File: config.mk
export PLATFORM = sky130hd
export DESIGN_NAME = rename_core
export DESIGN_NICKNAME = d
export VERILOG_FILES = /design/src/logic/rename_pkg.sv /design/src/logic/prf_port_if.sv /design/src/logic/recovery_if.sv /design/src/logic/rename_map.sv /design/src/logic/prf.sv /design/src/logic/retire_map.sv /design/src/logic/rename_core.sv
export SDC_FILE = /design/constraint.sdc
export NUM_CORES = 2
export LEC_CHECK = 0
export BUFFER_PORTS_ARGS = -buffer_cell sky130_fd_sc_hd__buf_2
export CORE_UTILIZATION = 47
export DETAILED_ROUTE_END_ITERATION = 16
export GPL_TIMING_DRIVEN = 0
export MAX_ROUTING_LAYER = met4
export SLEW_MARGIN = 20
export SYNTH_ARGS = -nofsm -noshare
export SYNTH_HDL_FRONTEND = slang
export SYNTH_SLANG_ARGS = --single-unit
File: constraint.sdc
create_clock -name clock -period 9 [get_ports clock]
set_input_delay 1.8 -clock clock [delete_from_list [all_inputs] [get_ports clock]]
set_output_delay 1.8 -clock clock [all_outputs]
set_load 0.03 [all_outputs]
File: src/logic/rename_pkg.sv
//////////////////////////////
// rename package
// sizes and index types shared by
// the rename map, register file and retire map
//////////////////////////////
`default_nettype none

package rename_pkg;

    // data path
    localparam int xlen = 32;

    // physical registers, entry 0 is hardwired zero
    localparam int prf_size = 16;
    localparam int prf_len  = 4;

    // architectural registers
    localparam int arch_size = 8;
    localparam int arch_len  = 3;

    typedef logic [prf_len-1:0]  preg_t;      // physical index
    typedef logic [arch_len-1:0] areg_t;      // architectural index
    typedef logic [xlen-1:0]     word_t;      // data word
    typedef logic [prf_size-1:0] preg_mask_t; // one bit per physical reg

endpackage

`default_nettype wire

File: src/logic/prf_port_if.sv
//////////////////////////////
// rename map to register file port
// operand lookups and allocation of a free register
//////////////////////////////
`timescale 1ns/10ps
`default_nettype none

interface prf_port_if import rename_pkg::*; ();

    // lookups from the speculative map
    preg_t opa_preg;
    preg_t opb_preg;
    logic  alloc;       // one cycle, takes free_preg

    // answers from the file
    preg_t free_preg;   // lowest free, nonzero
    logic  has_free;
    logic  opa_ready;
    word_t opa_value;
    logic  opb_ready;
    word_t opb_value;

    modport map_side (
        output opa_preg, opb_preg, alloc,
        input  free_preg, has_free, opa_ready, opa_value, opb_ready, opb_value
    );

    modport file_side (
        input  opa_preg, opb_preg, alloc,
        output free_preg, has_free, opa_ready, opa_value, opb_ready, opb_value
    );

endinterface

`default_nettype wire

File: src/logic/recovery_if.sv
//////////////////////////////
// commit and recovery bus
// driven by the retire map toward file and map
//////////////////////////////
`timescale 1ns/10ps
`default_nettype none

interface recovery_if import rename_pkg::*; ();

    logic                      release_valid;  // free release_preg this edge
    preg_t                     release_preg;
    logic                      mis_pred;       // restore strobe
    preg_mask_t                committed_free;
    preg_t [arch_size-1:0]     committed_map;

    modport retire_side (
        output release_valid, release_preg, mis_pred, committed_free, committed_map
    );

    // file side takes the committed free mask
    modport file_side (
        input release_valid, release_preg, mis_pred, committed_free
    );

    // map side takes the committed mapping
    modport map_side (
        input mis_pred, committed_map
    );

endinterface

`default_nettype wire

File: src/logic/rename_map.sv
//////////////////////////////
// speculative rename map
// source lookup and destination allocation at dispatch
//////////////////////////////
`timescale 1ns/10ps
`default_nettype none

module rename_map import rename_pkg::*; (
    input  wire logic          clock,
    input  wire logic          reset,
    input  wire logic          dispatch_valid,
    input  wire areg_t         dispatch_dest,
    input  wire areg_t         dispatch_src_a,
    input  wire areg_t         dispatch_src_b,
    output logic               dispatch_stall,
    output preg_t              dispatch_preg,
    prf_port_if.map_side       port,
    recovery_if.map_side       recovery
);

    preg_t spec_map [arch_size];   // arch -> phys, speculative
    logic  dest_nonzero;
    logic  take;

    //////////////////////////////
    // lookup and allocation
    //////////////////////////////

    assign dest_nonzero = (dispatch_dest != '0);

    // sources see the map before this edge
    assign port.opa_preg = spec_map[dispatch_src_a];
    assign port.opb_preg = spec_map[dispatch_src_b];

    assign dispatch_stall = dest_nonzero && !port.has_free;
    assign dispatch_preg  = dest_nonzero ? port.free_preg : '0;   // dest 0 gets nothing

    // recovery wins over dispatch
    assign take       = dispatch_valid && dest_nonzero && port.has_free
                        && !recovery.mis_pred;
    assign port.alloc = take;

    //////////////////////////////
    // map update
    //////////////////////////////

    always_ff @(posedge clock) begin
        if (reset) begin
            for (int i = 0; i < arch_size; i++) begin
                spec_map[i] <= '0;
            end
        end else if (recovery.mis_pred) begin
            // fall back to what has committed
            for (int i = 0; i < arch_size; i++) begin
                spec_map[i] <= recovery.committed_map[i];
            end
        end else if (take) begin
            spec_map[dispatch_dest] <= port.free_preg;
        end
    end

endmodule

`default_nettype wire

File: src/logic/prf.sv
//////////////////////////////
// physical register file
// values, ready bits and free bitmap
// with completion bypass on operand reads
//////////////////////////////
`timescale 1ns/10ps
`default_nettype none

module prf import rename_pkg::*; (
    input  wire logic          clock,
    input  wire logic          reset,
    input  wire logic          cdb_valid,
    input  wire preg_t         cdb_preg,
    input  wire word_t         cdb_result,
    prf_port_if.file_side      port,
    recovery_if.file_side      recovery
);

    word_t      values [prf_size];
    preg_mask_t ready;
    preg_mask_t free;

    preg_t      lowest_free;
    logic       cdb_write;
    logic       hit_a;
    logic       hit_b;

    //////////////////////////////
    // free register select
    //////////////////////////////

    // walk down so the lowest free index is the one left standing
    always_comb begin
        lowest_free = '0;
        for (int i = prf_size - 1; i > 0; i--) begin
            if (free[i]) begin
                lowest_free = preg_t'(i);
            end
        end
    end

    assign port.free_preg = lowest_free;
    assign port.has_free  = |free[prf_size-1:1];   // entry 0 never counts

    //////////////////////////////
    // operand reads
    //////////////////////////////

    // no write to reg 0 or during a restore
    assign cdb_write = cdb_valid && (cdb_preg != '0) && !recovery.mis_pred;

    assign hit_a = cdb_write && (port.opa_preg == cdb_preg);
    assign hit_b = cdb_write && (port.opb_preg == cdb_preg);

    assign port.opa_ready = (port.opa_preg == '0) || hit_a || ready[port.opa_preg];
    assign port.opb_ready = (port.opb_preg == '0) || hit_b || ready[port.opb_preg];

    assign port.opa_value = (port.opa_preg == '0) ? '0 :
                            hit_a ? cdb_result : values[port.opa_preg];
    assign port.opb_value = (port.opb_preg == '0) ? '0 :
                            hit_b ? cdb_result : values[port.opb_preg];

    //////////////////////////////
    // state update
    //////////////////////////////

    always_ff @(posedge clock) begin
        if (reset) begin
            free  <= ~preg_mask_t'(1);   // all but reg 0
            ready <= '1;
            for (int i = 0; i < prf_size; i++) begin
                values[i] <= '0;
            end
        end else if (recovery.mis_pred) begin
            free  <= recovery.committed_free;
            ready <= ~recovery.committed_free | preg_mask_t'(1);
        end else begin
            if (recovery.release_valid) begin
                free[recovery.release_preg] <= 1'b1;   // stale mapping retired
            end
            if (port.alloc) begin
                free[lowest_free]  <= 1'b0;
                ready[lowest_free] <= 1'b0;           // waits for its broadcast
            end
            if (cdb_write) begin
                values[cdb_preg] <= cdb_result;
                ready[cdb_preg]  <= 1'b1;
            end
        end
    end

endmodule

`default_nettype wire

File: src/logic/retire_map.sv
//////////////////////////////
// retirement map
// committed mapping and free set,
// commit release and recovery state
//////////////////////////////
`timescale 1ns/10ps
`default_nettype none

module retire_map import rename_pkg::*; (
    input  wire logic          clock,
    input  wire logic          reset,
    input  wire logic          commit_valid,
    input  wire areg_t         commit_dest,
    input  wire preg_t         commit_preg,
    input  wire logic          commit_mis_pred,
    recovery_if.retire_side    recovery
);

    preg_t [arch_size-1:0] comm_map;    // committed arch to phys map
    preg_mask_t            comm_free;

    preg_t stale_preg;
    logic  commit_take;
    logic  stale_release;

    //////////////////////////////
    // commit lookup
    //////////////////////////////

    // no commit to arch 0 or during a restore
    assign commit_take = commit_valid && (commit_dest != '0) && !commit_mis_pred;

    assign stale_preg    = comm_map[commit_dest];   // mapping being replaced
    assign stale_release = commit_take && (stale_preg != '0);

    assign recovery.release_valid  = stale_release;
    assign recovery.release_preg   = stale_preg;
    assign recovery.mis_pred       = commit_mis_pred;
    assign recovery.committed_free = comm_free;
    assign recovery.committed_map  = comm_map;

    //////////////////////////////
    // committed state
    //////////////////////////////

    always_ff @(posedge clock) begin
        if (reset) begin
            comm_map  <= '0;
            comm_free <= ~preg_mask_t'(1);
        end else if (commit_take) begin
            comm_map[commit_dest]  <= commit_preg;
            comm_free[commit_preg] <= 1'b0;
            if (stale_release) begin
                comm_free[stale_preg] <= 1'b1;
            end
        end
    end

endmodule

`default_nettype wire

File: src/logic/rename_core.sv
//////////////////////////////
// register rename core
// rename map, register file and retire map
//////////////////////////////
`timescale 1ns/10ps
`default_nettype none

module rename_core import rename_pkg::*; (
    input  wire logic   clock,
    input  wire logic   reset,
    // dispatch
    input  wire logic   dispatch_valid,
    input  wire areg_t  dispatch_dest,
    input  wire areg_t  dispatch_src_a,
    input  wire areg_t  dispatch_src_b,
    // completion bus
    input  wire logic   cdb_valid,
    input  wire preg_t  cdb_preg,
    input  wire word_t  cdb_result,
    // commit
    input  wire logic   commit_valid,
    input  wire areg_t  commit_dest,
    input  wire preg_t  commit_preg,
    input  wire logic   commit_mis_pred,
    // rename results
    output logic        dispatch_stall,
    output preg_t       dispatch_preg,
    output preg_t       opa_preg,
    output preg_t       opb_preg,
    output logic        opa_ready,
    output word_t       opa_value,
    output logic        opb_ready,
    output word_t       opb_value
);

    prf_port_if port_if ();
    recovery_if rec_if ();

    rename_map map_i (
        .clock          (clock),
        .reset          (reset),
        .dispatch_valid (dispatch_valid),
        .dispatch_dest  (dispatch_dest),
        .dispatch_src_a (dispatch_src_a),
        .dispatch_src_b (dispatch_src_b),
        .dispatch_stall (dispatch_stall),
        .dispatch_preg  (dispatch_preg),
        .port           (port_if.map_side),
        .recovery       (rec_if.map_side)
    );

    prf prf_i (
        .clock      (clock),
        .reset      (reset),
        .cdb_valid  (cdb_valid),
        .cdb_preg   (cdb_preg),
        .cdb_result (cdb_result),
        .port       (port_if.file_side),
        .recovery   (rec_if.file_side)
    );

    retire_map retire_i (
        .clock           (clock),
        .reset           (reset),
        .commit_valid    (commit_valid),
        .commit_dest     (commit_dest),
        .commit_preg     (commit_preg),
        .commit_mis_pred (commit_mis_pred),
        .recovery        (rec_if.retire_side)
    );

    // operand lookups straight off the file port
    assign opa_preg  = port_if.opa_preg;
    assign opb_preg  = port_if.opb_preg;
    assign opa_ready = port_if.opa_ready;
    assign opa_value = port_if.opa_value;
    assign opb_ready = port_if.opb_ready;
    assign opb_value = port_if.opb_value;

endmodule

`default_nettype wire

Yosys cells after proc, flatten, opt, wreduce, memory -nomap -nowiden
Memories as Yosys holds them, arrays and structs flattened. Cells that the tools add are included.

Register bits after elaboration: 80. Memory bits (writable): 544. Output and inout port bits: 79. Word-level logic and storage cells: 152. Memories: 2.

Memories: prf_i.values (words 16, bits a word 32, rd ports 2, clocked after memory_dff 0, write ports 16, line prf.sv:19) `word_t values [prf_size];`; map_i.spec_map (words 8, bits a word 4, rd ports 2, clocked after memory_dff 0, write ports 8, line rename_map.sv:21) `preg_t spec_map [arch_size];`.

Order comparisons: 12. Equality and inequality tests: 2. Multiplexer cells: 75. Bitwise operators: 17. Reduce and logical (&&, ||, !) cells: 32.

Operator list (count): two-way mux 16 bit (11); two-way mux 32 bit (5); two-way mux 4 bit (28); bitwise AND 16 bit (3); inverter 16 bit (3); bitwise OR 16 bit (3); bitwise mux 32 bit (1); OR reduction 32 bit (1); < comparator 4 x 5 -> 1 bit (second input constant) (6); two-way mux 1 bit (21); demux 1 bit (select 4 bit) (4); >= comparator 4 x 1 -> 1 bit (second input constant) (4); logical AND 1 bit (16); OR reduction 15 bit (1); binary-select mux 4 bit (select 3 bit) (1); demux 4 bit (select 3 bit) (1); binary-select mux 1 bit (select 4 bit) (2); == test 4 bit (2); zero test 4 bit (2); bitwise OR 1 bit (8); nonzero test 4 bit (2); nonzero test 3 bit (2); logical OR 1 bit (4); < comparator 3 x 4 -> 1 bit (second input constant) (1); other kinds (5) (6).

Logic depth before layout (Yosys ltp)
Depth after elaboration: 27. Mapped depth: 13. Depth with buffers taken out: 8.

Modules after synthesis
Synthesis repeated with hierarchy kept, for this count alone.

Cell total of the unflattened synthesis: 2481. Area total of the unflattened synthesis: 34393.0 um^2.

Modules (own cells, without submodules): prf (instances 1, cells an instance 2102, area each 30038.8 um^2, sequential area each 15975.3 um^2); retire_map (instances 1, cells an instance 221, area each 2234.6 um^2, sequential area each 960.9 um^2); rename_map (instances 1, cells an instance 158, area each 2119.5 um^2, sequential area each 960.9 um^2).

Worst setup path after synthesis
No wires, ideal clock.

Path kind: input port to output port. Start: input dispatch_src_a[2]. End: output opa_value[13]. Data arrival time: 4333 ps. Path slack: 2867 ps. Cell stages on the path: 10. Cell sequence: buf_2 -> buf_4 -> mux2_2 -> mux4_2 -> xnor2_1 -> nand4_1 -> buf_2 -> buf_2 -> nor2_1 -> a31oi_1.

Cells in the longest elaborated chain, start to end: 5. Elaborated cells between the ends (all ways): 7. Those cells by class: 1 x eq/ne; 2 x mux; 2 x reduce/logical; 2 x memory.

RTL lines: start: declaration (line rename_core.sv:14) `input wire areg_t dispatch_src_a,`; memory read (8 x 4 bit) *; net opa_preg[2] (line rename_core.sv:28) `output preg_t opa_preg,`; parallel branches: the longest is 3 deep, another holds memory read (16 x 32 bit); two-way mux 32 bit * (line prf.sv:58) `assign port.opa_value = (port.opa_preg == '0) ? '0 :`; end: declaration (line rename_core.sv:31) `output word_t opa_value,`.

Mark *: on every way through the listed nets, which the timed path passes.

Worst setup path in the final report
Start: input dispatch_src_b[1]. End: output opb_value[1].

Cells in the longest elaborated chain, start to end: 5. Elaborated cells between the ends (all ways): 7. Those cells by class: 1 x eq/ne; 2 x mux; 2 x reduce/logical; 2 x memory.

RTL lines: start: declaration (line rename_core.sv:15) `input wire areg_t dispatch_src_b,`; memory read (8 x 4 bit) *; parallel branches: the longest is 3 deep, another holds memory read (16 x 32 bit); two-way mux 32 bit * (line prf.sv:60) `assign port.opb_value = (port.opb_preg == '0) ? '0 :`; end: declaration (line rename_core.sv:33) `output word_t opb_value`.

Mark *: on every way between the ends.

==> flow_metrics.tcl <==
set metrics [dict create \
    synth_seq_cells 589 \
    yosys.area.top_type "edfxtp_1" \
    placement_rows 96 \
    run_status "complete, no violations" \
    postSynth.asyncResetShare_pct 0 \
    port_buffers 126 \
    yosysWarnings 0 \
    final-setup-viol-count 0 \
    detailed_place.area_mm2 0.0349 \
    placeableCoreArea_mm2 0.0689 \
    register_area_mm2 0.0169 \
    worst_r2r_startpoint "prf_i.free[7]" \
    setup.worst_path.end_class "primary output" \
    synth.area.top_cells "edfxtp_1, and2_1, mux2i_1" \
    clk_latency_ps 640 \
    cp_data_required_time_ps 7200 \
    antenna_found_initial 1 \
    worst_slew_margin_rel_pct 20.7 \
    cts.hold.buffers_added 0 \
    share_of_the_synthesized_area_in_the_top_cell_type_pct 46.6 \
    synth_enable_flop_cells 512 \
    synth_fp_nets 3237 \
    cell_area_after_synthesis_mm2 0.0330 \
    fmax_ghz 0.129 \
    mostFrequentLayoutCells "edfxtp_1, and2_1, nand2_1" \
    drt-total-wl_um 137000 \
    cts_tree "built" \
    syn_area_per_cell_um2 10.4 \
    finalHoldViolCount 0 \
    worst_r2r_path_depth 8 \
    finalNonFillerCells 4368 \
    cts-buffers-inserted 68 \
    timing.final.crit_period_ps 7740 \
    setup.worst_path.start_class "input pin" \
    pre_cts_slack_ps 1600 \
    critical_path.reg2reg.endpoint "map_i.spec_map[6][1]" \
    final_area_mm2 0.0371 \
    finalCoreUtilization_pct 53.9 \
    layout_commonest_cell "edfxtp_1" \
    clock_slew_seen_by_the_registers_of_the_worst_setup_and_hold_paths_ps 50 \
    synth_top_family_by_area "simple AND/OR/NAND/NOR gates" \
    post_synth_fa_ha_maj_area_fraction_pct 0 \
    whs_path_depth 1 \
    postLayoutSetupSlackWorst_ps 1260 \
    groute.layer.met3.usage_pct 9.08 \
    grt_first_pass_wirelength_um 193000 \
    grt_pass1_vias 27700 \
    largest_net_degree_at_the_start_of_global_routing 33 \
    worst-slew-pin-transition_ps 1180 \
    synth.distinct_cells 66 \
    synth_compound_gate_area_share_pct 13.0 \
    critical_path_peak_fanout 10 \
    synthesis.instances 3179 \
    multi_input_gate_area_mm2 0.0148 \
    detailedRoute.firstIterationViolations 4216 \
    globalRouteMet2Util_pct 58.4 \
    cap_violations 0 \
    rsz0062_at_grt "no" \
    synth_ff_type "edfxtp_1" \
    postRouteAntennaNets 0 \
    remaining_drc_errors 0 \
    place.detailed.hpwl_um 91300 \
    hold-path-endpoint "retire_i.recovery.committed_free[4]" \
    flow.area_growth_from_synthesis_pct 12.7 \
    clock-root-buffer "clkbuf_16" \
    numClockSinks 589 \
    share_of_cells_above_drive_strength_1_pct 11.3 \
    detailroute.via_count 28900 \
    holdCritPathClass "flop to flop" \
    total_power_mw 7.54 \
    timing.reg2reg.setup_slack_ps 6260 \
    chipWidth_um 267 \
    cts_buffer_depth 3 \
    path_class "input pin to primary output" \
    cts_repair_resize_count 0 \
    starting_density_of_the_core_pct 47.8 \
    grt.busiest_layer "met2" \
    globalRoute.totalOverflow 0 \
    firstDrtPassIters 6 \
    fin_worst_hold_slack_ps 483 \
    peakVddDrop_uv 133 \
    die-area_mm2 0.0712 \
    track_usage_pct 39.3 \
    p_leak_nw 13.8 \
    worstPathArrival_ps 5940 \
    route.detailed.vias_per_inst 6.61 \
    timing.hold.worst.start "retire_i.recovery.committed_free[4]" \
    post_synth_xor_area_fraction_pct 0.186 \
    filler_cell_count 6240 \
    seq_area_frac_synth_pct 51.3 \
    num-nets-final 3437 \
    layout_worst_path_cycle_share_pct 86.0 \
    synthMuxAreaShare_pct 10.7 \
    die_y_um 267 \
    worst_clock_skew_ps 30.5 \
    cellPowerDensity_mw_per_mm2 203 \
    gp_congestion 0.997 \
    place.detailed.instances 4240 \
    post_drt_wl_per_cell_um 31.4 \
    pin_count 137 \
    htreeDepth 3 \
    cts.repair_timing.setup_buffer_count 0 \
    maxSlewViolCount 0 \
    yosys.area_share.simple_pct 20.7 \
    gr_layer_usage_met1_pct 51.0 \
    timing.setup.tns_ps 0 \
]
==> critical path, stage by stage <==
cell       delay (ps)
buf_2             210
nand2b_1          240
a2bb2oi_1         950
nand2_1           360
buf_2             330
inv_2              80
buf_4             190
buf_2             390
nand2_1           110
a311oi_1          330
a31oi_1            80
a31oi_1           550
buf_2             310
==> synthesized netlist by cell type (41+ instances only) <==
library cell	instances
edfxtp_1	512
and2_1	485
nand2_1	366
mux2i_1	255
clkbuf_1	204
nand3_1	166
nor2_1	141
a31oi_1	135
o21ai_0	106
a21oi_1	97
dfxtp_1	77
a211oi_1	69
o22ai_1	67
buf_2	51
and3_1	41
==> registers in the layout, indices dropped and copies added (netlist names) <==
| signal | count |
|---|---|
| prf_i.ready | 15 |
| prf_i.free | 15 |
| retire_i.recovery.committed_map | 32 |
| retire_i.recovery.committed_free | 15 |
| map_i.spec_map | 32 |
| prf_i.values | 480 |
==> how the worst max path moves through the flow <==
stage | startpoint | to | slack, ps | cells after the start
after floorplan | dispatch_src_a[2] | opa_value[13] | 2870 | 10
after detailed placement | dispatch_src_b[1] | opb_value[1] | 1600 | 13
final | dispatch_src_b[1] | opb_value[1] | 1260 | 13
after CTS | dispatch_src_b[1] | opb_value[1] | 1580 | 13
after global routing | dispatch_src_b[1] | opb_value[1] | 1270 | 13
after global placement | dispatch_src_b[1] | opb_value[0] | 1530 | 13
==> where the power goes <==
group / internal (mW) / switching, mW / total, mW
clock: 1.61 / 1.18 / 2.79
combinational: 0.434 / 1.11 / 1.55
sequential: 3.11 / 0.0853 / 3.19
==> cells by family (layout without fill, tap and decap cells) <==
group           Yosys count  after routing
compound gates          647            647
simple gates           1319           1319
buf+inv                 312            567
other cells               0              3
mux                     305            305
xor+xnor                  7              7
flops                   589            589
==> layer usage <==
metal	share of wire, %	up-vias
met5	0	-
met4	4.8	0
met3	12	446
met2	44	2150
met1	39	14100
li1	-	12100
==> area by class of cell <==
class | count | share of cell area (%)
flip-flops and latches | 589 | 45.5
multi-input cells | 2278 | 39.9
clock buffers | 91 | 5.04
plain buffers | 301 | 3.53
well taps | 931 | 3.14
repair buffers | 130 | 1.89
clock inverters | 34 | 0.832
inverters | 11 | 0.111
diodes | 3 | 0.0202
Note: power is estimated with default switching activity, not from simulation.
